<file path="config.mk">
export PLATFORM = sky130hd
export DESIGN_NAME = ctrl_regs
export DESIGN_NICKNAME = d
export VERILOG_FILES = /design/src/design/soc_bus_pkg.sv /design/src/design/soc_map_pkg.sv /design/src/design/ctrl_regs.sv
export SDC_FILE = /design/constraint.sdc
export NUM_CORES = 1
export LEC_CHECK = 0
export ABC_AREA = 1
export BUFFER_PORTS_ARGS = -buffer_cell sky130_fd_sc_hd__buf_2
export CAP_MARGIN = 20
export CORE_MARGIN = 1
export CORE_UTILIZATION = 45
export CTS_BUF_LIST = sky130_fd_sc_hd__clkbuf_16
export DETAILED_ROUTE_END_ITERATION = 16
export MAX_ROUTING_LAYER = met4
export PLACE_DENSITY = 0.79
export RECOVER_POWER = 100
export SYNTH_ARGS = -nofsm -noshare
export SYNTH_HDL_FRONTEND = slang
export SYNTH_SLANG_ARGS = --single-unit
</file>
<file path="constraint.sdc">
create_clock -name clk_i -period 3.17 [get_ports clk_i]
set_input_delay 0.1585 -clock clk_i [delete_from_list [all_inputs] [get_ports clk_i]]
set_output_delay 0.1585 -clock clk_i [all_outputs]
set_load 0.02 [all_outputs]
</file>
<file path="src/design/soc_bus_pkg.sv">
package soc_bus_pkg;

  ////////////////////
  // Bus widths
  ////////////////////

  localparam int ADDR_WIDTH     = 32;
  localparam int DATA_WIDTH     = 64;
  localparam int BE_WIDTH       = DATA_WIDTH / 8;
  // Word index into L2, above the byte bits
  localparam int WORD_IDX_WIDTH = 10;

  typedef logic [ADDR_WIDTH-1:0]     addr_t;
  typedef logic [DATA_WIDTH-1:0]     data_t;
  typedef logic [BE_WIDTH-1:0]       be_t;
  typedef logic [WORD_IDX_WIDTH-1:0] word_idx_t;

  ////////////////////
  // Bus payloads
  ////////////////////

  // Single-beat access from the external master
  typedef struct packed {
    logic  valid;
    logic  we;
    addr_t addr;
    data_t wdata;
    be_t   be;
  } bus_req_t;

  // One response per access
  typedef struct packed {
    logic  valid;
    logic  err;
    data_t rdata;
  } bus_rsp_t;

  // Routed access, offset is relative to the region base
  typedef struct packed {
    logic  valid;
    logic  we;
    addr_t offset;
    data_t wdata;
    be_t   be;
  } tgt_req_t;

  // Byte-lane merge shared by every writable target
  function automatic data_t apply_be(data_t old_word, data_t new_word, be_t be);
    data_t merged;
    merged = old_word;
    for (int b = 0; b < BE_WIDTH; b++) begin
      if (be[b]) begin
        merged[8*b +: 8] = new_word[8*b +: 8];
      end
    end
    return merged;
  endfunction

endpackage

</file>
<file path="src/design/soc_map_pkg.sv">
package soc_map_pkg;

  ////////////////////
  // Target regions
  ////////////////////

  // NONE marks an access that hits no mapped window
  typedef enum logic [1:0] {
    L2MEM = 2'd0,
    CTRL  = 2'd1,
    DEBUG = 2'd2,
    NONE  = 2'd3
  } region_e;

  ////////////////////
  // Address map
  ////////////////////

  // On-chip L2, 64-bit words
  localparam logic [31:0] L2_BASE      = 32'h8000_0000;
  localparam int          L2_NUM_WORDS = 1024;
  localparam logic [31:0] L2_LENGTH    = 32'(L2_NUM_WORDS * 8);

  // Control register block
  localparam logic [31:0] CTRL_BASE   = 32'hD000_0000;
  localparam logic [31:0] CTRL_LENGTH = 32'h0000_1000;

  // Debug module window, served outside the chip
  localparam logic [31:0] DEBUG_BASE   = 32'h1A11_0000;
  localparam logic [31:0] DEBUG_LENGTH = 32'h0000_1000;

  ////////////////////
  // Control register offsets
  ////////////////////

  // Byte offsets from CTRL_BASE
  localparam logic [31:0] CTRL_EXIT_OFFSET   = 32'h0000_0000;
  localparam logic [31:0] CTRL_CNT_EN_OFFSET = 32'h0000_0008;

endpackage

</file>
<file path="src/design/ctrl_regs.sv">
`timescale 1ns/1ps

module ctrl_regs import soc_bus_pkg::*; import soc_map_pkg::*; (
  input  logic     clk_i,
  input  logic     reset_i,
  input  tgt_req_t req_i,
  output data_t    exit_o,
  output data_t    hw_cnt_en_o,
  output data_t    rdata_o
);

  data_t exit_q;
  data_t cnt_en_q;
  data_t rdata_q;
  logic  sel_exit;
  logic  sel_cnt_en;

  // Offset decode
  assign sel_exit   = (req_i.offset == CTRL_EXIT_OFFSET);
  assign sel_cnt_en = (req_i.offset == CTRL_CNT_EN_OFFSET);

  ////////////////////
  // Register writes
  ////////////////////

  // Unknown offsets fall through untouched
  always_ff @(posedge clk_i) begin
    if (reset_i) begin
      exit_q   <= '0;
      cnt_en_q <= '0;
    end else if (req_i.valid && req_i.we) begin
      if (sel_exit) begin
        exit_q <= apply_be(exit_q, req_i.wdata, req_i.be);
      end
      if (sel_cnt_en) begin
        cnt_en_q <= apply_be(cnt_en_q, req_i.wdata, req_i.be);
      end
    end
  end

  ////////////////////
  // Register reads
  ////////////////////

  always_ff @(posedge clk_i) begin
    if (req_i.valid && !req_i.we) begin
      if (sel_exit) begin
        rdata_q <= exit_q;
      end else if (sel_cnt_en) begin
        rdata_q <= cnt_en_q;
      end else begin
        // Hole in the block reads as zero
        rdata_q <= '0;
      end
    end
  end

  assign rdata_o     = rdata_q;
  assign exit_o      = exit_q;
  assign hw_cnt_en_o = cnt_en_q;

endmodule

</file>
---- Yosys cells after proc, flatten, opt, wreduce, memory -nomap -nowiden ----
Index checks and enable logic that the tools add are counted.
storage, ports and cells
  output and inout bits ................... 192
  register bits after elaboration ......... 192
cells by class
  multiplexer cells ....................... 2
  reduce and logical (&&, ||, !) cells .... 20
  equality and inequality tests ........... 1
operators with widths
  kind                                             count
  2-to-1 mux 64 bit                                2
  AND reduction 3 bit                              16
  == test 32 x 4 -> 1 bit (second input constant)  1
  zero test 32 bit                                 1
  logical AND 1 bit                                2
  zero test 1 bit                                  1

---- Longest topological paths before layout ----
  depth in word-level cells ............... 3
  depth in mapped cells ................... 11

---- Least setup slack after synthesis ----
Ideal clock, no wire load.
  kind .................................... input to register
  from .................................... input port req_i[105] (netlist name)
  to ...................................... register rdata_q[0], in the netlist rdata_o[0], enable pin
  setup time .............................. 488 ps
  data arrival time ....................... 2883 ps
  path slack .............................. -200 ps
  path buffers ............................ 0
  stages .................................. 2
  cells stage by stage .................... inv_1 nor2_1
between the ends
  longest elaborated chain between the ends .. 1
RTL lines
  element               line             source
  from (decl)           ctrl_regs.sv:6   input tgt_req_t req_i,
  logical AND 1 bit     ctrl_regs.sv:46  if (req_i.valid && !req_i.we) begin
  to (signal assigned)  ctrl_regs.sv:48  rdata_q <= exit_q;
  to (signal assigned)  ctrl_regs.sv:50  rdata_q <= cnt_en_q;
  to (decl)             ctrl_regs.sv:14  data_t rdata_q;
No other way between the ends.
A chain may end at the register's enable or synchronous reset.

---- Worst setup path after layout ----
  from .................................... input port req_i[105] (netlist name)
  to ...................................... register rdata_q[14], in the netlist rdata_o[14], enable pin
The elaborated chain is that of the path after synthesis.

==> metrics.md <==
| Metric | Value |
|---|---|
| Outcome | finished with violations |
| Failing checks | capacitance limit, slew limit |
| Crit path cell chain | clkbuf_1 > inv_1 > nor2_4 > clkbuf_1 |
| Setup violators final | 0 |
| Syn_nets | 1,212 |
| Die Y | 140.3 um |
| Routed length per instance | 13.97 um |
| Switching power total | 1.242 mW |
| Number of global-route vias before repair | 6,911 |
| Sw frac | 24.60% |
| CP max-delay cell | clkbuf_1 |
| Required @ worst endpoint | 3.19 ns |
| Most instantiated cells after synthesis | nand2_1 (268), nand3_1 (192), nor2_1 (159) |
| VDD IR max | 0.3416 mV |
| Worst Path Arrival | 2.23 ns |
| Filler cell count in the final layout | 1,831 |
| Cts bufs inserted | 17 |
| Clk root buf | clkbuf_16 |
| Routed Wire Length | 22,370 um |
| GR Util met1 | 28.58% |
| Cell Pwr Density | 489.1 mW/mm^2 |
| Setup Crit Path Kind | input port to flip-flop |
| Netlist cell types | 14 |
| Cells after synthesis | 1,104 |
| DRC | 0 |
| Die area | 0.01970 mm^2 |
| Largest stage delay, worst path | 1.28 ns |
| Clk sinks | 192 |
| Worst-Margin Slew | 1.685 ns |
| Comb power frac | 6.5% |
| Clk network pwr share | 42.2% |
| Finished layout cell area | 0.01032 mm^2 |
| First-pass GRT wire length | 34,860 um |
| Syn Std Cell Area | 0.008612 mm^2 |
| Critical path depth | 4 |
| Buf+Inv Stages, Crit Path | 3 |
| Met2 GRT Util | 36.66% |
| Placed instance area | 0.01000 mm^2 |
| DRT Pass-1 Iters | 6 |
| Layout Nets | 1,461 |
| Grt met3 use | 5.231% |
| CTS clk-pin slew, worst paths | 0.08 ns |
| Worst reg2reg startpoint | hw_cnt_en_o[48] |
| Vias per cell | 5.016 |
| Max clock buf depth | 2 |
| Total gr overflow | 0 |
| Initial antenna violation count | 1 |
| Resize count post-CTS | 0 |
| Final Skew | 0.01082 ns |
| Share of layout cells above drive strength 1 | 11.86% |
| Max_slew headroom | -12.36% |
| Max-Cap Viols | 1 |
| Total GRT Usage | 22.84% |
| Die width | 140.3 um |
| Fin Setup TNS | 0 ns |
| Slew Limit Fails | 27 |
| Port Buffers | 299 |
| RSZ-0062 raised after global routing | no |
| I/O pin cnt | 300 |
| Syn. warnings | 0 |
| Hold Vio Cnt, Final | 0 |
| 1st-iter DRT viols | 628 |
| Worst skew pair latency | 0.43 ns |
| HPWL Detailed | 14,570 um |
| GP Congestion | 0.7957 |
| Crit path launch | req_i[105] |
| CTS tree | built |
| Area grow syn2layout | 19.85% |
| Pin count of the biggest net entering global routing | 87 |
| Count of flip-flops with a built-in enable after synthesis | 64 |
| Int Power | 3.806 mW |
| CP most frequent cell | clkbuf_1 |
| Cell family with most CP delay | buffers and inverters |
| Antenna Nets Post-Route | 0 |
| Worst hold start | req_i[54] |
| P_leak | 4.333 nW |
| CP max FO | 26 |
| Power share of the sequential group | 51.3% |
| Top-area cell type share of the netlist area | 29.75% |
| Row cnt | 50 |
| Top_reg_cell synth | dfxtp_1 |
| Max Clock Freq | 453.7 MHz |
| Synth area leaders | dfxtp_1 (30%), edfxtp_1 (22%), nand2_1 (12%), nand3_1 (11%), a21oi_1 (7.4%) |
| # H-tree levels | 4 |
| Most frequent cell after synthesis | nand2_1 |
| Min-Delay Path Class | input port to flip-flop |
| Top Usage Layer GRT | met2 |
| Core area | 0.01871 mm^2 |
| Startpoint types | input port |
| Post-synth top area cell | dfxtp_1 |
| WHS Path Cells | 5 |
| Vias | 8,030 |
| CP Capture Type | flip-flop |
| Asr flop ratio synth | 0% |
| Final Cycle Share | 69.54% |
| Register area share after synthesis | 52.07% |
| Postcts setup bufs | 0 |
| Hold_buf cts | 0 |
| FF-to-FF path depth | 2 |
| Syn avg cell area | 7.801 um^2 |
| Seq cells post-synth | 192 |
| Final worst path period need | 2.204 ns |
| Initial core utilization | 46.04% |
==> registers in the layout, indices dropped and copies added (netlist names) <==
register and flops:
rdata_o 64, hw_cnt_en_o 64, exit_o 64
==> through the flow <==
stage | std cells | setup WS, ns | util (%) | total power [mW] | hold slack (ns)
2_1_floorplan | 1104 | 0.9070 | - | 2.837 | 0.3898
3_3_place_gp | 1568 | 1.147 | 53.48 | 2.982 | 0.4801
3_5_place_dp | 1568 | 1.088 | 53.48 | 2.986 | 0.4871
4_1_cts | 1600 | 1.549 | 56.62 | 5.103 | 0.04428
5_1_grt | 1601 | 0.7207 | 55.18 | 5.229 | 0.06147
6_report | 1601 | 0.9657 | 55.18 | 5.048 | 0.05452
==> cells in the final DEF, fill, tap and decap left out <==
cell,instances
nand2_2,1
inv_1,74
a21oi_1,128
inv_8,3
nand2_1,268
inv_4,1
buf_2,106
buf_4,8
clkinv_1,1
dfxtp_1,128
clkbuf_16,19
clkbuf_1,196
clkinv_2,1
clkinv_4,4
nand3_1,192
nor2_1,153
nor2_2,6
buf_12,4
inv_6,4
clkbuf_2,3
nor2_4,2
diode_2,1
edfxtp_1,64
==> worst paths after layout <==
kind | to | slack, ns
max | rdata_o[14] | 0.97
max reg2reg | rdata_o[48] | 2.42
min reg2reg | exit_o[5] | 0.51
min | exit_o[46] | 0.05
==> cell families after synthesis <==
logic type | Yosys count | synth area share [%]
buffers and inverters | 162 | 10.39
AND/OR/NAND/NOR | 622 | 30.10
flip-flops | 192 | 52.07
AO/OA/AOI/OAI | 128 | 7.439
==> cell type report <==
cell class / count / area, um^2 / area share [%]
multi-input cells: 750 / 3248 / 31.47
repair buffers: 317 / 1421 / 13.77
inverters: 75 / 284.0 / 2.752
well taps: 234 / 292.8 / 2.837
clock inverters: 13 / 112.6 / 1.091
clock buffers: 19 / 475.5 / 4.607
flip-flops and latches: 192 / 4484 / 43.45
diodes: 1 / 2.502 / 0.02425
==> power by group through the flow <==
stage	clock (mW)	combinational, mW	sequential (mW)
3_3_place_gp	0	0.339	2.64
6_report	2.13	0.329	2.59
3_5_place_dp	0	0.342	2.64
5_1_grt	2.27	0.363	2.59
2_1_floorplan	0	0.134	2.70
4_1_cts	2.17	0.344	2.59
==> tightest hold or removal path, stage by stage <==
cell     delay (ns)
buf_2          0.07
inv_1          0.04
nand3_1        0.07
nand2_1        0.05
nor2_1         0.07
==> per-layer routing <==
metal  share of wire, %  wire length, um
met1                 43             9652
met2                 49            10970
met3                6.5             1459
met4                1.3              293
met5                  0                0
Note: power is estimated with default switching activity, not from simulation.
