### src/design/soc_bus_pkg.sv
package soc_bus_pkg;

  ////////////////////
  // Bus widths
  ////////////////////

  localparam int ADDR_WIDTH     = 32;
  localparam int DATA_WIDTH     = 64;
  localparam int BE_WIDTH       = DATA_WIDTH / 8;
  // Word index into L2, above the byte bits
  localparam int WORD_IDX_WIDTH = 10;

  typedef logic [ADDR_WIDTH-1:0]     addr_t;
  typedef logic [DATA_WIDTH-1:0]     data_t;
  typedef logic [BE_WIDTH-1:0]       be_t;
  typedef logic [WORD_IDX_WIDTH-1:0] word_idx_t;

  ////////////////////
  // Bus payloads
  ////////////////////

  // Single-beat access from the external master
  typedef struct packed {
    logic  valid;
    logic  we;
    addr_t addr;
    data_t wdata;
    be_t   be;
  } bus_req_t;

  // One response per access
  typedef struct packed {
    logic  valid;
    logic  err;
    data_t rdata;
  } bus_rsp_t;

  // Routed access, offset is relative to the region base
  typedef struct packed {
    logic  valid;
    logic  we;
    addr_t offset;
    data_t wdata;
    be_t   be;
  } tgt_req_t;

  // Byte-lane merge shared by every writable target
  function automatic data_t apply_be(data_t old_word, data_t new_word, be_t be);
    data_t merged;
    merged = old_word;
    for (int b = 0; b < BE_WIDTH; b++) begin
      if (be[b]) begin
        merged[8*b +: 8] = new_word[8*b +: 8];
      end
    end
    return merged;
  endfunction

endpackage

### src/design/soc_map_pkg.sv
package soc_map_pkg;

  ////////////////////
  // Target regions
  ////////////////////

  // NONE marks an access that hits no mapped window
  typedef enum logic [1:0] {
    L2MEM = 2'd0,
    CTRL  = 2'd1,
    DEBUG = 2'd2,
    NONE  = 2'd3
  } region_e;

  ////////////////////
  // Address map
  ////////////////////

  // On-chip L2, 64-bit words
  localparam logic [31:0] L2_BASE      = 32'h8000_0000;
  localparam int          L2_NUM_WORDS = 1024;
  localparam logic [31:0] L2_LENGTH    = 32'(L2_NUM_WORDS * 8);

  // Control register block
  localparam logic [31:0] CTRL_BASE   = 32'hD000_0000;
  localparam logic [31:0] CTRL_LENGTH = 32'h0000_1000;

  // Debug module window, served outside the chip
  localparam logic [31:0] DEBUG_BASE   = 32'h1A11_0000;
  localparam logic [31:0] DEBUG_LENGTH = 32'h0000_1000;

  ////////////////////
  // Control register offsets
  ////////////////////

  // Byte offsets from CTRL_BASE
  localparam logic [31:0] CTRL_EXIT_OFFSET   = 32'h0000_0000;
  localparam logic [31:0] CTRL_CNT_EN_OFFSET = 32'h0000_0008;

endpackage

### src/design/addr_decoder.sv
`timescale 1ns/1ps

module addr_decoder import soc_bus_pkg::*; import soc_map_pkg::*; (
  input  logic     clk_i,
  input  logic     reset_i,
  input  bus_req_t req_i,
  output tgt_req_t l2_req_o,
  output tgt_req_t ctrl_req_o,
  output tgt_req_t dm_req_o,
  output region_e  region_o,
  output logic     valid_o,
  output logic     we_o
);

  region_e  region_d;
  addr_t    offset_d;
  addr_t    l2_off;
  addr_t    ctrl_off;
  addr_t    dm_off;

  tgt_req_t req_q;
  region_e  region_q;

  ////////////////////
  // Region decode
  ////////////////////

  // Offset from each base, wraps below the base so one compare does
  assign l2_off   = req_i.addr - L2_BASE;
  assign ctrl_off = req_i.addr - CTRL_BASE;
  assign dm_off   = req_i.addr - DEBUG_BASE;

  always_comb begin
    region_d = NONE;
    offset_d = req_i.addr;
    if (l2_off < L2_LENGTH) begin
      region_d = L2MEM;
      offset_d = l2_off;
    end else if (ctrl_off < CTRL_LENGTH) begin
      region_d = CTRL;
      offset_d = ctrl_off;
    end else if (dm_off < DEBUG_LENGTH) begin
      region_d = DEBUG;
      offset_d = dm_off;
    end
  end

  ////////////////////
  // Request stage
  ////////////////////

  always_ff @(posedge clk_i) begin
    if (reset_i) begin
      req_q.valid <= 1'b0;
    end else begin
      req_q.valid <= req_i.valid;
    end
    req_q.we     <= req_i.we;
    req_q.offset <= offset_d;
    req_q.wdata  <= req_i.wdata;
    req_q.be     <= req_i.be;
    region_q     <= region_d;
  end

  // Strobe only the selected target
  always_comb begin
    l2_req_o         = req_q;
    l2_req_o.valid   = req_q.valid && (region_q == L2MEM);
    ctrl_req_o       = req_q;
    ctrl_req_o.valid = req_q.valid && (region_q == CTRL);
    dm_req_o         = req_q;
    dm_req_o.valid   = req_q.valid && (region_q == DEBUG);
  end

  // Access info for the response path
  assign region_o = region_q;
  assign valid_o  = req_q.valid;
  assign we_o     = req_q.we;

endmodule

### config.mk
export PLATFORM = sky130hd
export DESIGN_NAME = addr_decoder
export DESIGN_NICKNAME = d
export VERILOG_FILES = /design/src/design/soc_bus_pkg.sv /design/src/design/soc_map_pkg.sv /design/src/design/addr_decoder.sv
export SDC_FILE = /design/constraint.sdc
export NUM_CORES = 1
export LEC_CHECK = 0
export BUFFER_PORTS_ARGS = -buffer_cell sky130_fd_sc_hd__buf_2
export CORE_AREA = 8 8 160 162
export DETAILED_ROUTE_END_ITERATION = 8
export DIE_AREA = 0 0 168 170
export PLACE_DENSITY = 0.56
export SETUP_SLACK_MARGIN = 0.1
export SYNTH_ARGS = -nofsm -noshare
export SYNTH_HDL_FRONTEND = slang
export SYNTH_SLANG_ARGS = --single-unit
### constraint.sdc
create_clock -name clk_i -period 4.8 [get_ports clk_i]
set_clock_uncertainty 0.15 [all_clocks]
set_input_delay 0.72 -clock clk_i [delete_from_list [all_inputs] [get_ports clk_i]]
set_output_delay 0.72 -clock clk_i [all_outputs]
set_load 0.01 [all_outputs]
# Word-level counts from Yosys, hierarchy flattened
# Index checks and enable logic that the tools add are counted.
# word_totals
reg_bits	108
input_bits	108
# op_classes
addsub	3
order_cmp	3
n_eq_ne	2
mux	5
reduce_logical	5
# ops
op	n
32-bit 2-to-1 mux	3
32-bit by 13-bit less-than comparator with 1-bit output, second input constant	2
32-bit subtractor, second input constant	2
32-bit by 14-bit less-than comparator with 1-bit output, second input constant	1
32-bit by 29-bit subtractor with 32-bit output, second input constant	1
1-bit logical AND	3
2-bit by 1-bit == test with 1-bit output, second input constant	1
2-bit == test, second input constant	1
2-bit logical NOT	1
1-bit 2-to-1 mux	2
2-bit OR reduction	1

# Logic depth before layout (Yosys ltp)
# depth
word_depth	5
depth_mapped	10
mapped_depth_nobuf	8

# Worst setup path after synthesis
# Ideal clock, no wire load.
# synth_path
path_kind	input to register
startpoint	in req_i[101] (netlist name)
endpoint	reg req_q, in the netlist ctrl_req_o[89]
setup_time_ns	0.072
arrival_time_ns	2.674
t_required_ns	4.578
path_slack_ns	1.904
stages	10
path_cell_list	clkbuf_1 -> inv_1 -> ha_1 -> o211a_1 -> o32ai_1 -> or4_1 -> a2111oi_2 -> and3_1 -> buf_4 -> mux2i_1
# synth_via
elab_chain_cells	5
# synth_rtl
item	line	rtl
from (decl)	addr_decoder.sv:6	input bus_req_t req_i,
32-bit by 29-bit subtractor with 32-bit output	addr_decoder.sv:31	assign dm_off = req_i.addr - DEBUG_BASE;
32-bit by 13-bit less-than comparator with 1-bit output	addr_decoder.sv:42	end else if (dm_off < DEBUG_LENGTH) begin
32-bit 2-to-1 mux	addr_decoder.sv:42	
32-bit 2-to-1 mux	addr_decoder.sv:39	end else if (ctrl_off < CTRL_LENGTH) begin
32-bit 2-to-1 mux *	addr_decoder.sv:36	if (l2_off < L2_LENGTH) begin
via offset_d[17]	addr_decoder.sv:16	addr_t offset_d;
to (decl)	addr_decoder.sv:21	tgt_req_t req_q;
# The timed path passes the listed nets; every way through them passes the cells marked *.
# A chain may end at the register's enable or synchronous reset.

# Final worst setup path
# Same ends and word-level chain as after synthesis.

==> run_results.csv <==
group,metric,value,unit
outcome,status,"finished, final reports clean",
clock_network,ctsHoldBuffers,0,
global_routing,grtUsageMet3,4.402,%
critical_path,critPathCapture,"ctrl_req_o[89]$_DFF_P_",
clock_network,root_buffer,"clkbuf_16",
run,max-cap-violations,0,
final_layout,diodes,0,
clock_network,numClockSinks,108,
synth,synth_edf_count,0,
floorplanning,core-area,23050,µm²
synth,ys_async_sr_fraction,0,%
synth,synth_area,4425,µm²
critical_path,cp_slowest_cell,"or4_1",
critical_path,path_cells,"buf_2 > inv_1 > ha_1 > o211a_1 > o32ai_1 > or4_1 > a2111oi_2 > and3_1 > mux2i_1",
placed_design,numPortBuffers,429,
clock_network,clockBufferDepth,2,
floorplanning,start_util,19.20,%
synth,synth_flop_cell,"dfxtp_1",
global_routing,met2_usage,18.39,%
synth,yosys-top-cells-area,"dfxtp_1 49%, buf_4 36%, ha_1 1.7%",
detailed_routing,vias,3320,
detailed_routing,wirelength,16.55,mm
timing,period_needed,2797,ps
detailed_routing,ant_nets,0,
global_routing,globalRoute.totalOverflow,0,
global_routing,grt_first_pass_wirelength,22.71,mm
synth,syn_nets,534,
critical_path,crit_path_start,"req_i[101]",
power,p_sw,0.5809,mW
global_routing,grt_max_degree,20,
final_layout,fillers,2482,
timing,relSlewSlack,49.49,%
power,p_seq_share,49.0,%
global_routing,grt_pass1_vias,3568,
floorplanning,die-area,28560,µm²
critical_path,cp-start-kind,"input port",
placed_design,gp_congestion,0.7952,
clock_network,h-tree-depth,3,
timing,timing.setup.tns,0,ps
final_layout,area.growth.synth_to_final,26.35,%
detailed_routing,dr.pass1.iters,6,
detailed_routing,via_per_inst,3.555,
timing,finalSetupViolations,0,
critical_path,crit_buf_inv,2,
critical_path,worstPathArrival,2920,ps
global_routing,grt_most_used_layer,"met2",
global_routing,track_usage,10.59,%
critical_path,cp.depth,9,
critical_path,crit_type,"in -> reg",
floorplanning,num_rows,56,
detailed_routing,drt_iter0_drc,140,
final_layout,final_layout_size_suffix_gt1_share,69.57,%
detailed_routing,route.detailed.drc,0,
critical_path,crit_required,4920,ps
detailed_routing,routedWlPerCell,17.72,µm
final_layout,layout_commonest_cell,"buf_2",
synth,synth_cells,420,
critical_path,cpPeakStageDelay,550,ps
synth,synth_seq_area_share,48.85,%
timing,max_freq,0.3576,GHz
floorplanning,die_x,168,µm
clock_network,cts_tree,"done",
floorplanning,die-height,170,µm
global_routing,antenna_found_initial,0,
clock_network,cts_resized,0,
power,swShare,28.69,%
timing,post-route-period-util,58.26,%
critical_path,cp-end-kind,"flop",
clock_network,cts_setup_buffers,0,
power,peakVddDrop,0.1177,mV
synth,synth.distinct_cells,41,
power,p_int,1.444,mW
min_path,hp-class,"in -> reg",
power,power.share.clock,36.0,%
critical_path,cp_top_family,"simple AND/OR/NAND/NOR gates",
timing,hold_violations,0,
placed_design,place_worst_setup_slack,1631,ps
timing,rsz0062_at_grt,"no",
synth,yosysWarnings,0,
floorplanning,pin_count,430,
final_layout,fin_nets,753,
critical_path,crit_path_max_fanout,8,
synth,ys_seq_elements,108,
clock_network,clk_pin_slew,80,ps
synth,yosysTopAreaCellShare,48.85,%
power,p_comb_share,15.0,%
timing,setup_slack,2003,ps
global_routing,grt_util_met1,11.31,%
final_layout,most-common-layout-cells,"429 x buf_2, 108 x dfxtp_1, 9 x inv_1, 9 x clkbuf_16, 8 x nor2_1",
power,pwr_density_cell,362.2,nW/µm²
synth,synth_area_leader_cell,"dfxtp_1",
power,power.leakage,3.003,nW
timing,tightest_slew,747.9,ps
timing,drv_slew,0,
placed_design,hpwlAfterDp,14.59,mm
synth,syn_area_per_cell,10.54,µm²
clock_network,cts_buffers,9,
-- worst min-delay path by stage --
stage,from,end,slack (ps),cells past startpoint
after floorplan,req_i[0],ctrl_req_o[0]$_DFF_P_,600,0
after global placement,req_i[61],ctrl_req_o[61]$_DFF_P_,670,1
after detailed placement,req_i[59],ctrl_req_o[59]$_DFF_P_,670,1
after CTS,req_i[50],ctrl_req_o[50]$_DFF_P_,290,1
after global routing,req_i[17],ctrl_req_o[17]$_DFF_P_,280,1
final,req_i[77],ctrl_req_o[77]$_DFF_P_,320,1
-- per-layer routing --
| layer | wire length (µm) | vias up |
|---|---|---|
| met4 | 405 | 0 |
| met3 | 1612 | 25 |
| met2 | 8358 | 207 |
| met1 | 6175 | 1527 |
| met5 | 0 | - |
| li1 | - | 1561 |
-- flip-flops by register name, indices dropped and copies added, names as in the netlist --
signal,count
ctrl_req_o,104
region_o,2
valid_o,1
we_o,1
-- final cells by class --
type | instances | area [µm²] | area share [%]
clock inverters | 6 | 55.05 | 0.9846
clock buffers | 10 | 229.0 | 4.095
repair buffers | 429 | 2147 | 38.40
flip-flops and latches | 108 | 2162 | 38.67
well taps | 290 | 362.8 | 6.489
multi-input cells | 82 | 601.8 | 10.76
inverters | 9 | 33.78 | 0.6042
-- cell families after synthesis --
logic type	after synthesis	synth area share [%]
compound gates	25	4.326
xor+xnor	6	1.187
fa+ha+maj	6	1.696
buf+inv	230	37.55
flops	108	48.85
mux	2	0.4524
simple gates	43	5.938
-- synthesized netlist by cell type (2+ instances only) --
cell and number:
buf_4 212, dfxtp_1 108, inv_1 9, nor2_1 8, clkbuf_1 7, ha_1 6
nor2b_1 6, nor3_1 6, nand2_1 5, nor3b_1 4, o21ai_0 4, xor2_1 4
a21oi_1 3, a31oi_1 3, and2_1 2, and3b_1 2, buf_2 2, mux2i_1 2
nand2b_1 2, nor4_2 2, o41ai_1 2, xnor2_1 2
-- power groups by stage --
stage / registers [mW] / logic (mW) / clock network (mW)
2_1_floorplan: 1.02 / 0.207 / 0
3_3_place_gp: 1.01 / 0.309 / 0
3_5_place_dp: 1.01 / 0.309 / 0
4_1_cts: 0.994 / 0.310 / 0.767
5_1_grt: 0.999 / 0.328 / 0.810
6_report: 0.992 / 0.304 / 0.729
-- per-stage QoR --
stage / hold WS (ps) / util (%) / cell area, µm² / power [mW] / std cells
6_report: 316.5 / 24.26 / 5592 / 2.025 / 934
5_1_grt: 283.7 / 24.26 / 5592 / 2.137 / 934
4_1_cts: 292.3 / 24.26 / 5592 / 2.071 / 934
3_5_place_dp: 673.6 / 23.02 / 5308 / 1.324 / 918
3_3_place_gp: 671.8 / 23.02 / 5308 / 1.323 / 918
2_1_floorplan: 597.7 / - / 4425 / 1.228 / 420
Note: power is estimated with default switching activity, not from simulation.
