--- config.mk ---
export PLATFORM = sky130hd
export DESIGN_NAME = rsp_mux
export DESIGN_NICKNAME = d
export VERILOG_FILES = /design/src/design/soc_bus_pkg.sv /design/src/design/soc_map_pkg.sv /design/src/design/rsp_mux.sv
export SDC_FILE = /design/constraint.sdc
export NUM_CORES = 1
export LEC_CHECK = 0
export ABC_AREA = 1
export BUFFER_PORTS_ARGS = -buffer_cell sky130_fd_sc_hd__buf_2
export CAP_MARGIN = 20
export CORE_AREA = 2 2 102 104
export CTS_BUF_LIST = sky130_fd_sc_hd__clkbuf_8
export DETAILED_ROUTE_END_ITERATION = 12
export DIE_AREA = 0 0 104 106
export HOLD_SLACK_MARGIN = 0.15
export PLACE_DENSITY = 0.74
export SLEW_MARGIN = 20
export SYNTH_ARGS = -nofsm -noshare
export SYNTH_HDL_FRONTEND = slang
export SYNTH_SLANG_ARGS = --single-unit
--- constraint.sdc ---
create_clock -name clk_i -period 1.21 [get_ports clk_i]
set_input_delay 0.242 -clock clk_i [delete_from_list [all_inputs] [get_ports clk_i]]
set_output_delay 0.242 -clock clk_i [all_outputs]
set_load 0.01 [all_outputs]
--- src/design/soc_bus_pkg.sv ---
package soc_bus_pkg;

  ////////////////////
  // Bus widths
  ////////////////////

  localparam int ADDR_WIDTH     = 32;
  localparam int DATA_WIDTH     = 64;
  localparam int BE_WIDTH       = DATA_WIDTH / 8;
  // Word index into L2, above the byte bits
  localparam int WORD_IDX_WIDTH = 10;

  typedef logic [ADDR_WIDTH-1:0]     addr_t;
  typedef logic [DATA_WIDTH-1:0]     data_t;
  typedef logic [BE_WIDTH-1:0]       be_t;
  typedef logic [WORD_IDX_WIDTH-1:0] word_idx_t;

  ////////////////////
  // Bus payloads
  ////////////////////

  // Single-beat access from the external master
  typedef struct packed {
    logic  valid;
    logic  we;
    addr_t addr;
    data_t wdata;
    be_t   be;
  } bus_req_t;

  // One response per access
  typedef struct packed {
    logic  valid;
    logic  err;
    data_t rdata;
  } bus_rsp_t;

  // Routed access, offset is relative to the region base
  typedef struct packed {
    logic  valid;
    logic  we;
    addr_t offset;
    data_t wdata;
    be_t   be;
  } tgt_req_t;

  // Byte-lane merge shared by every writable target
  function automatic data_t apply_be(data_t old_word, data_t new_word, be_t be);
    data_t merged;
    merged = old_word;
    for (int b = 0; b < BE_WIDTH; b++) begin
      if (be[b]) begin
        merged[8*b +: 8] = new_word[8*b +: 8];
      end
    end
    return merged;
  endfunction

endpackage

--- src/design/soc_map_pkg.sv ---
package soc_map_pkg;

  ////////////////////
  // Target regions
  ////////////////////

  // NONE marks an access that hits no mapped window
  typedef enum logic [1:0] {
    L2MEM = 2'd0,
    CTRL  = 2'd1,
    DEBUG = 2'd2,
    NONE  = 2'd3
  } region_e;

  ////////////////////
  // Address map
  ////////////////////

  // On-chip L2, 64-bit words
  localparam logic [31:0] L2_BASE      = 32'h8000_0000;
  localparam int          L2_NUM_WORDS = 1024;
  localparam logic [31:0] L2_LENGTH    = 32'(L2_NUM_WORDS * 8);

  // Control register block
  localparam logic [31:0] CTRL_BASE   = 32'hD000_0000;
  localparam logic [31:0] CTRL_LENGTH = 32'h0000_1000;

  // Debug module window, served outside the chip
  localparam logic [31:0] DEBUG_BASE   = 32'h1A11_0000;
  localparam logic [31:0] DEBUG_LENGTH = 32'h0000_1000;

  ////////////////////
  // Control register offsets
  ////////////////////

  // Byte offsets from CTRL_BASE
  localparam logic [31:0] CTRL_EXIT_OFFSET   = 32'h0000_0000;
  localparam logic [31:0] CTRL_CNT_EN_OFFSET = 32'h0000_0008;

endpackage

--- src/design/rsp_mux.sv ---
`timescale 1ns/1ps

module rsp_mux import soc_bus_pkg::*; import soc_map_pkg::*; (
  input  logic     clk_i,
  input  logic     reset_i,
  input  region_e  region_i,
  input  logic     valid_i,
  input  logic     we_i,
  input  data_t    l2_rdata_i,
  input  data_t    ctrl_rdata_i,
  input  data_t    dm_rdata_i,
  output bus_rsp_t rsp_o
);

  region_e  region_q;
  logic     valid_q;
  logic     we_q;
  data_t    rdata_sel;
  bus_rsp_t rsp_d;
  bus_rsp_t rsp_q;

  ////////////////////
  // Access in flight
  ////////////////////

  // Lines up with the cycle the targets answer in
  always_ff @(posedge clk_i) begin
    if (reset_i) begin
      valid_q <= 1'b0;
    end else begin
      valid_q <= valid_i;
    end
    region_q <= region_i;
    we_q     <= we_i;
  end

  ////////////////////
  // Merge
  ////////////////////

  always_comb begin
    case (region_q)
      L2MEM:   rdata_sel = l2_rdata_i;
      CTRL:    rdata_sel = ctrl_rdata_i;
      DEBUG:   rdata_sel = dm_rdata_i;
      default: rdata_sel = '0;
    endcase

    rsp_d.valid = valid_q;
    rsp_d.err   = (region_q == NONE);
    // Writes carry no data
    rsp_d.rdata = we_q ? '0 : rdata_sel;
  end

  always_ff @(posedge clk_i) begin
    if (reset_i) begin
      rsp_q.valid <= 1'b0;
    end else begin
      rsp_q.valid <= rsp_d.valid;
    end
    rsp_q.err   <= rsp_d.err;
    rsp_q.rdata <= rsp_d.rdata;
  end

  assign rsp_o = rsp_q;

endmodule

* Word-level counts from Yosys, hierarchy flattened
Cells that the tools add are included.
W data, S select, Z words.
** Word-level totals
- Logic and storage cells :: 11
- Register bits :: 70
** Operators by class
- Mux-type cells :: 1
- Reductions and logical operators :: 1
- Equal/unequal tests :: 3
** Operator list (number)
- $pmux W64 S3 :: 1
- $eq A2 B2 Y1 const B :: 2
- $eq A2 B1 Y1 const B :: 1
- $logic_not A2 Y1 :: 1

* Logic depth before layout (Yosys ltp)
Gate-level depths: netlist of run 1.
- Word-level depth :: 2
- Depth in mapped cells :: 6
- Gate-level depth less buffers :: 5

* Worst setup path before layout of run 1
OpenSTA, ideal clock, no wires.
- Kind :: reg2reg
- Start point :: reg region_q[1]
- End point :: reg rsp_q, in the netlist rsp_o[10]
- Stages on the path, launching flop included :: 7
- Buffers on the path :: 2
- Setup time :: 0.057 ns
- Arrival :: 0.960 ns
- Setup slack :: 0.193 ns
- Path through :: dfxtp_1 buf_4 buf_4 nand3_1 nand3_1 nand2_1 inv_1
** On the way
- Word-level cells in the longest chain between the ends :: 2
- Elaborated cells between the ends (all ways) :: 4
- Those cells by class :: eq/ne (2); mux (1); reduce/logical (1)
** RTL lines
- from (decl) :: RTL line rsp_mux.sv:15 : region_e region_q;
- from (signal assigned) :: RTL line rsp_mux.sv:33 : region_q <= region_i;
- $eq A2 B2 Y1 (tied with other cells) :: RTL line rsp_mux.sv:42 : case (region_q)
- $pmux W64 S3 * :: RTL line rsp_mux.sv:42
- to (decl) :: RTL line rsp_mux.sv:20 : bus_rsp_t rsp_q;
Every way passes the cells marked *; elsewhere a longest branch is shown, timed or not.
A chain may end at the register's enable or synchronous reset.

* Worst setup path after layout of run 1
- Start point :: reg region_q[1]
- End point :: reg rsp_q, in the netlist rsp_o[40]
Same word-level chain as after synthesis.

==> results of run 1 <==
per-stage QoR:
stage                     hold WS, ps  std cells  power [mW]  area (um^2)  util (%)
final                             183        895        5.84         5120      51.2
after global routing              175        895        6.15         5120      51.2
after global placement            345        873        3.68         4800      48.0
after detailed placement          346        873        3.69         4800      48.0
after CTS                         156        894        5.90         5090      50.9
after floorplan                   270        502        3.10         3360         -
worst max-delay path, stage by stage (launching register included):
cell and delay [ps]:
dfxtp_2 430, inv_2 90, buf_12 170, nand3_1 90, nand3_1 100, nand2_1 70
inv_1 30
logic make-up (layout without fill, tap and decap cells):
| family | after synthesis | after routing | synth area share, % |
|---|---|---|---|
| DFF | 70 | 70 | 41.7 |
| and+or+nand+nor | 324 | 324 | 43.6 |
| buffers and inverters | 108 | 365 | 14.7 |
timing repair:
item	in CTS	in global routing
resized for setup	0	1
hold buffers	5	0
endpoints found under the setup margin	0	3
hold endpoints to repair	5	0
cells in the mapped netlist, drive strengths merged:
master  count
nor2        3
nand3     192
inv        70
nand2     129
buf        38
dfxtp      70
power breakdown:
part	internal [mW]	switching (mW)	total [mW]	leakage, nW
Sequential	2.45	0.0414	2.49	0.579
Clock	1.32	0.850	2.17	0.124
Combinational	0.558	0.617	1.18	2.44
Total	4.33	1.51	5.84	3.14
cell usage in the layout (no fill, tap or decap):
cell	Yosys	layout
clkinv_2	0	1
nor2_1	2	2
dfxtp_1	70	68
nand3_1	192	192
nor2_4	1	1
inv_1	67	68
buf_6	5	1
nand2_1	129	129
buf_12	0	9
clkbuf_16	0	1
buf_2	20	263
bufinv_16	0	2
inv_2	3	3
dlygate4sd3_1	0	5
clkbuf_8	0	12
dfxtp_2	0	2
per-layer routing:
metal	GRT usage (%)	wire length (um)	vias up
li1	-	-	2100
met1	23.8	4720	1872
met2	34.7	5430	239
met3	4.66	1140	16
met4	9.65	212	0
met5	0	0	-
registers in the layout, summed over array words and instances, names as in the netlist:
name      flops
rsp_o        66
region_q      2
valid_q       1
we_q          1
path summary, 6_finish.rpt:
check,from,to,slack (ps)
min reg2reg,valid_q$_SDFF_PP0_,rsp_o[65]$_SDFF_PP0_,410
max reg2reg,region_q[1]$_DFF_P_,rsp_o[40]$_SDFF_PP0_,100
min,l2_rdata_i[22],rsp_o[22]$_SDFF_PP0_,180
max,region_q[1]$_DFF_P_,rsp_o[40]$_SDFF_PP0_,100
layout make-up:
class,count,area [um^2]
Fill cell,1043,4880
Timing Repair Buffer,279,1580
Multi-Input combinational cell,324,1460
Sequential cell,70,1400
Inverter,70,263
Tap cell,136,170
Clock buffer,12,165
Clock inverter,4,68.8
==> impl_results.md, run 1 <==
- VDD IR max: 552 uV
- Placement Setup Slack: about 120 ps
- Setup CP Type: reg2reg
- Final ANT Viol Nets: 0
- Register area share after synthesis: between 40% and 50%
- Input/output buffers: between 200 and 300
- Synth area leader: dfxtp_1
- Vias in the first global route: around 4000
- Final period util: between 90% and 100%
- PnR worst setup slack: 103 ps
- GRT Overall Usage: between 20% and 30%
- Final Setup Violations: 0
- Total negative setup slack: 0 ps
- Num CTS Buffers: 9
- Final period demand of the worst path: 1110 ps
- Routed vias/inst: about 4.7
- Synth top area cells: dfxtp_1 42%, nand3_1 29%, nand2_1 14%, inv_1 7.5%, buf_2 3.0%
- Crit path DAT: 1340 ps
- Top-Level Pins: 264
- Share of the synthesized area in the top cell type: a little over two fifths
- Outcome: finished, final reports clean
- Critical Path RT: 1440 ps
- Worst r2r path cells: 6
- Starting density of the core: 33.6%
- Total grt overflow: 0
- Syn_nets: 700
- Slew @ Worst Pin: 279 ps
- Synthesized flop and latch total: 70
- Worst-path clk slew: 80 ps
- Iter 0 DRT Violations: 311
- Rows: 37
- Largest net degree at the start of global routing: 65
- Post-DP HPWL: 8010 um
- # H-tree levels: 3
- Root Buffer: clkbuf_8
- PD cells: 1140 nW/um^2
- Die width: 104 um
- P_leak: 3.14 nW
- Clock skew: 7.88 ps
- RSZ-0062 raised after global routing: false
- Fmax: 0.903 GHz
- Avg WL per Cell: 12.8 um
- First-pass iteration count of the detailed router: 4
- Die H: 106 um
- Worst Setup Start Kind: flop
- Deepest clock path buffer count: 2
- Yosys Warn Count: 0
- Worst hold stages: 5
- Antenna diodes: 0
- Syn Inst Count: 502
- CTS sink count: 70
- Mapped Avg Cell Area: 6.69 um^2
- Final net count: 952
- Mapped Area: 3360 um^2
- Worst min-delay path class: in2reg
- Max-Cap Viols: 0
- Final slew viol count: 0
- Crit path max fanout: 34
- DIE AREA: 11000 um^2
- Worst rel slew slack: between 80% and 90%
- Core Area: 10000 um^2
- First-pass GRT wire length: 18100 um
- CTS tree: built
- Drc violations: 0
- # Post-CTS Setup Buffers: 0
- Clk_lat worst skew: ~340 ps
- Hold Vio Cnt, Final: 0
- Synth unique cells: 11
- Area Overhead vs Synth: 52.3%
- Final Wtd Congestion: roughly 0.83
- Layout cells sized above 1: 38.9%
- CP Capture Type: flop
- Initial antenna violation count: 0
- DR vias: 4227
- Final WL: between 10000 and 15000 um
(Power assumes the default switching activity.)
==> inputs of run 2 (changes only) <==
Settings changed: CELL_PAD_IN_SITES_DETAIL_PLACEMENT set to 1, CELL_PAD_IN_SITES_GLOBAL_PLACEMENT set to 1, CORE_AREA 2 2 102 104 to unset, CORE_MARGIN set to 8, CORE_UTILIZATION set to 26, DIE_AREA 0 0 104 106 to unset, PLACE_DENSITY 0.74 to 0.86.
==> run 2 against run 1 <==
Worst setup slack worse by 28 ps. Core utilization down 9.7 points. Hold slack better by 2.3 ps. Sequential share of layout area down 0.49 points. Largest power group unchanged. Largest cell class unchanged. Critical path depth up 1. Total power down 5.7%. Via count up 2.3%. Fmax down 2.5%. Clock-buffer cell count unchanged. Die area up 53%.
==> impl_results.md, run 2 (synthesized netlist as in run 1, its figures left out) <==
- Internal power: 3.94 mW
- Most common cell after layout, fill and taps aside: buf_2
- FILL cells: 1738
- Initial antenna violation count: 0
- CTS sink count: 70
- R2R Setup Slk: 70 ps
- Switching share of power: 28.5%
- Clock share of power: 32.1%
- Vias in the first global route: 4510
- Final period demand of the worst path: 1140 ps
- Worst-path cell chain: nor2_4, buf_4, buf_12, nand2_1, nand3_1, nand2_1, inv_1
- Flop pwr share: 45.2%
- First-pass iteration count of the detailed router: 4
- Multi-input logic area: 1470 um^2
- Worst r2r path cells: 7
- Final ANT Viol Nets: 0
- Die width: 130 um
- Worst-path clk slew: about 80 ps
- Inst Count DP: 916
- Crit path DAT: ~1400 ps
- Iter 0 DRT Violations: 131
- Deepest clock path buffer count: 2
- VDD IR max: 415 uV
- NetSw: about 1.6 mW
- Final net count: 963
- Post-DP Area: about 4900 um^2
- Die H: 130 um
- Final hold slack: 185 ps
- Worst hold stages: 5
- Reg2Reg Capture Point: rsp_o[46]$_SDFF_PP0_
- Starting density of the core: around a quarter
- Slew @ Worst Pin: 316 ps
- Commonest cells after routing, fill and taps aside: 263 x buf_2, 192 x nand3_1, 128 x nand2_1, 68 x inv_1, 68 x dfxtp_1
- Layout cells sized above 1: 39.9%
- Area Overhead vs Synth: 55.6%
- Final WL: 15400 um
- Register area: 1410 um^2
- Total grt overflow: 0
- DIE AREA: between 15000 and 20000 um^2
- Clk_lat worst skew: 340 ps
- Hold Vio Cnt, Final: 0
- Critical Path RT: 1450 ps
- Input/output buffers: 263
- CP peak stage delay: between 400 and 500 ps
- Rows: 41
- Routed vias/inst: roughly 4.6
- Hold wc startpoint: l2_rdata_i[61]
- Antenna diodes: 0
- Largest net degree at the start of global routing: 35
- Final slew viol count: 0
- Core Area: roughly 13000 um^2
- Drc violations: 0
- Critical path's slowest cell: dfxtp_4
- # H-tree levels: 3
- Final Wtd Congestion: roughly 0.86
- First-pass GRT wire length: 23100 um
- PD cells: 1050 nW/um^2
- RSZ-0062 raised after global routing: false
- Avg WL per Cell: 16.4 um
- Outcome: finished, final reports clean
- Top-Level Pins: 264
- Setup CP Type: reg2reg
- Final Setup Violations: 0
- Worst Setup Start Kind: flop
- Largest register FFs: 66
- Clock skew: 8.25 ps
- Final cell count without fillers: ~940
- GRT Overall Usage: 17.6%
- Num CTS Buffers: 9
- Top cell by count, worst path: nand2_1
- CTS tree: built
- Fmax: between 0.8 and 0.9 GHz
- CP Capture Type: flop
- Placement Setup Slack: about 43 ps
- Final period util: a little over nine tenths
- DR vias: 4326
- PnR worst setup slack: between 70 and 80 ps
- Crit path max fanout: 11
- Reg2Reg Launch Point: region_q[1]$_DFF_P_
- Max-Cap Viols: 0
- Worst Hold End: rsp_o[61]$_SDFF_PP0_
- Post-route cell area: about 5200 um^2
- P_leak: 3.18 nW
- Total negative setup slack: 0 ps
- Logic gate share of total power: 22.7%
- Worst min-delay path class: in2reg
- Post-DP HPWL: 12000 um
- Root Buffer: clkbuf_8
- Worst rel slew slack: 78.9%
[run 2: cell types whose count changed in the layout (fill, tap and decap cells not counted), moves of 2 or more]
cell	delta
buf_4	+9
dfxtp_4	+2
bufinv_16	-2
dfxtp_2	-2
[run 2: how the worst max path moves through the flow]
stage,start,end,slack (ps),depth (start not counted)
floorplan,region_q[1]$_DFF_P_,rsp_o[10]$_SDFF_PP0_,190,6
global placement,region_q[0]$_DFF_P_,rsp_o[60]$_SDFF_PP0_,60,5
detailed placement,region_q[0]$_DFF_P_,rsp_o[57]$_SDFF_PP0_,40,5
CTS,region_q[0]$_DFF_P_,rsp_o[57]$_SDFF_PP0_,20,5
global route,region_q[1]$_DFF_P_,rsp_o[36]$_SDFF_PP0_,3,7
finish,region_q[1]$_DFF_P_,rsp_o[46]$_SDFF_PP0_,70,7
[run 2: per-layer routing]
layer / track usage [%] / share of wire, % / vias up
li1: - / - / 2120
met1: 19.0 / 39 / 1990
met2: 30.0 / 48 / 194
met3: 6.94 / 11 / 22
met4: 7.38 / 2.1 / 0
met5: 0 / 0 / -
[run 2: cell type report]
cell class	instances	share of cell area (%)
Timing Repair Buffer	290	32.3
Multi-Input combinational cell	324	28.0
Sequential cell	70	26.9
Inverter	70	5.07
Tap cell	172	4.12
Clock buffer	12	3.16
Clock inverter	4	0.407
[run 2: worst max-delay path: cells and delay by family (launching register included)]
kind / cells / cell delay (ps)
flops: 1 / 410
simple gates: 4 / 280
buf+inv: 3 / 340
[run 2: repair_timing]
item                       4_1_cts  5_1_grt
buffers inserted                 0        3
hold endpoints to repair         5        0
hold buffers                     5        0
resized for setup                0        6
setup endpoints to repair        0       35
[run 2: power by group through the flow]
stage | Sequential, mW | Clock, mW | Combinational, mW
floorplan | 2.62 | 0 | 0.488
global placement | 2.54 | 0 | 1.19
detailed placement | 2.55 | 0 | 1.22
CTS | 2.49 | 1.85 | 1.23
global route | 2.51 | 1.95 | 1.39
finish | 2.49 | 1.77 | 1.25
[run 2: per-stage QoR]
stage	util, %	power (mW)
3_5_place_dp	38.8	3.76
5_1_grt	41.4	5.85
2_1_floorplan	-	3.10
6_report	41.4	5.51
3_3_place_gp	38.8	3.73
4_1_cts	40.7	5.58
==> inputs of run 3 (changes only) <==
Settings changed: SETUP_SLACK_MARGIN set to 0.5.
==> run 3 against run 2 <==
Hold slack worse by 11 ps. Flip-flop and latch count did not move. Largest power group unchanged. Sequential power grew 2%.
==> impl_results.md, run 3 (synthesized netlist as in run 1, its figures left out) <==
- Outcome: finished, final reports clean
- Worst-path cell chain: nor2_4, buf_12, buf_12, nand2_2, nand3_2, nand2_1, inv_1
- Final Setup Violations: 0
- Input/output buffers: 263
- PnR worst setup slack: 53.9 ps
- Core Area: 12600 um^2
- VDD IR max: roughly 490 uV
- Rows: about 40
- CP Buf/Inv Count: 3
- # H-tree levels: 3
- RSZ-0062 raised after global routing: true
- Area Overhead vs Synth: 83.9%
- Starting density of the core: 26.6%
- CP peak stage delay: 370 ps
- Commonest cells after routing, fill and taps aside: 218 x buf_2, 151 x nand3_1, 83 x nand2_1, 64 x inv_1, 48 x buf_6
- Clk_lat worst skew: approximately 350 ps
- P_leak: 3.69 nW
- Final cell count without fillers: 946
- Root Buffer: clkbuf_8
- Final WL: 18400 um
- Layout cells sized above 1: 57.0%
- Largest register FFs: 66
- Die H: 130 um
- Pwr Total: 6.03 mW
- Critical path's slowest cell: dfxtp_4
- CP delay by family, top: buffers and inverters
- Post-DP Area: 4930 um^2
- CTS sink count: 70
- CTS tree: built
- Setup CP Type: reg2reg
- Deepest clock path buffer count: 2
- Fmax: 0.865 GHz
- First-pass iteration count of the detailed router: 4
- Worst-path clk slew: 70 ps
- Critical Path RT: 1510 ps
- Final net count: 969
- Post-route cell area: 6180 um^2
- Initial antenna violation count: 0
- Die width: 130 um
- Drc violations: 0
- Worst min-delay path class: in2reg
- Post-DP HPWL: 12100 um
- Routed vias/inst: 4.81
- Avg WL per Cell: 19.4 um
- Clock skew: 5.53 ps
- Top-Level Pins: 264
- Top cell by count, worst path: buf_12
- Max-Cap Viols: 0
- Crit path DAT: around 1500 ps
- CP Capture Type: flop
- Largest net degree at the start of global routing: 33
- GRT Overall Usage: 18.6%
- Final slew viol count: 0
- Worst Setup Start Kind: flop
- Final period demand of the worst path: 1160 ps
- Crit path max fanout: 8
- Antenna diodes: 0
- Slew @ Worst Pin: 223 ps
- Inst Count DP: 916
- Multi-input logic area: 1890 um^2
- Final Wtd Congestion: about 0.78
- Most common cell after layout, fill and taps aside: buf_2
- Total grt overflow: 0
- Worst r2r path cells: 7
- DIE AREA: 16800 um^2
- Hold Vio Cnt, Final: 0
- DR vias: ~4500
- Placement Setup Slack: 56.0 ps
- Vias in the first global route: 4516
- Register area: roughly 1500 um^2
- Final period util: 95.5%
- PD cells: 976 nW/um^2
- First-pass GRT wire length: 24100 um
- Num CTS Buffers: 9
- Worst path depth: 7
- Iter 0 DRT Violations: roughly 170
- Worst hold stages: 5
- Worst rel slew slack: 85.1%
- FILL cells: 1632
- Final ANT Viol Nets: 0
[run 3: stage by stage]
step / hold slack (ps) / TNS (ps) / utilization (%)
6_report: 174 / 0 / 49.0
5_1_grt: 168 / -59.7 / 49.0
3_3_place_gp: 345 / 0 / 39.0
2_1_floorplan: 270 / 0 / -
3_5_place_dp: 358 / 0 / 39.0
4_1_cts: 147 / 0 / 43.1
[run 3: layer usage]
metal | part of all wire, % | global-route usage, % | up-vias
met5 | 0 | 0 | -
met4 | 1.8 | 7.38 | 0
met3 | 8.9 | 6.57 | 25
met2 | 50 | 31.5 | 214
met1 | 39 | 21.0 | 2174
li1 | - | - | 2133
[run 3: tightest hold or removal path: cells and delay by family]
| family | cells | cell delay, ps |
|---|---|---|
| AND/OR/NAND/NOR | 3 | 140 |
| buffers and inverters | 2 | 120 |
[run 3: worst paths after layout]
kind                                           from                    to  slack, ps
worst max-delay path            region_q[0]$_DFF_P_  rsp_o[37]$_SDFF_PP0_         50
worst min-delay path                 l2_rdata_i[14]  rsp_o[14]$_SDFF_PP0_        170
worst max register to register  region_q[0]$_DFF_P_  rsp_o[37]$_SDFF_PP0_         50
worst min register to register   valid_q$_SDFF_PP0_  rsp_o[65]$_SDFF_PP0_        430
[run 3: what timing repair did]
action / in CTS / in global routing
hold buffers: 5 / 0
gates cloned: 1 / 5
buffers inserted: 3 / 2
endpoints found under the hold margin: 8 / 0
setup endpoints to repair: 131 / 133
pin swaps: 1 / 1
gates resized for setup: 57 / 161
[run 3: area by class of cell]
type | count | share of cell area (%)
clock buffer | 11 | 2.45
timing repair buffer | 296 | 35.0
tap | 172 | 3.48
clock inverter | 3 | 0.608
sequential | 70 | 23.6
multi-input combinational | 324 | 30.6
inverter | 70 | 4.29
[run 3: where the power goes]
part	internal, mW	total (mW)	switching, mW
sequential	2.46	2.53	0.0685
clock	1.03	1.88	0.857
combinational	0.805	1.61	0.810
total	4.30	6.03	1.74
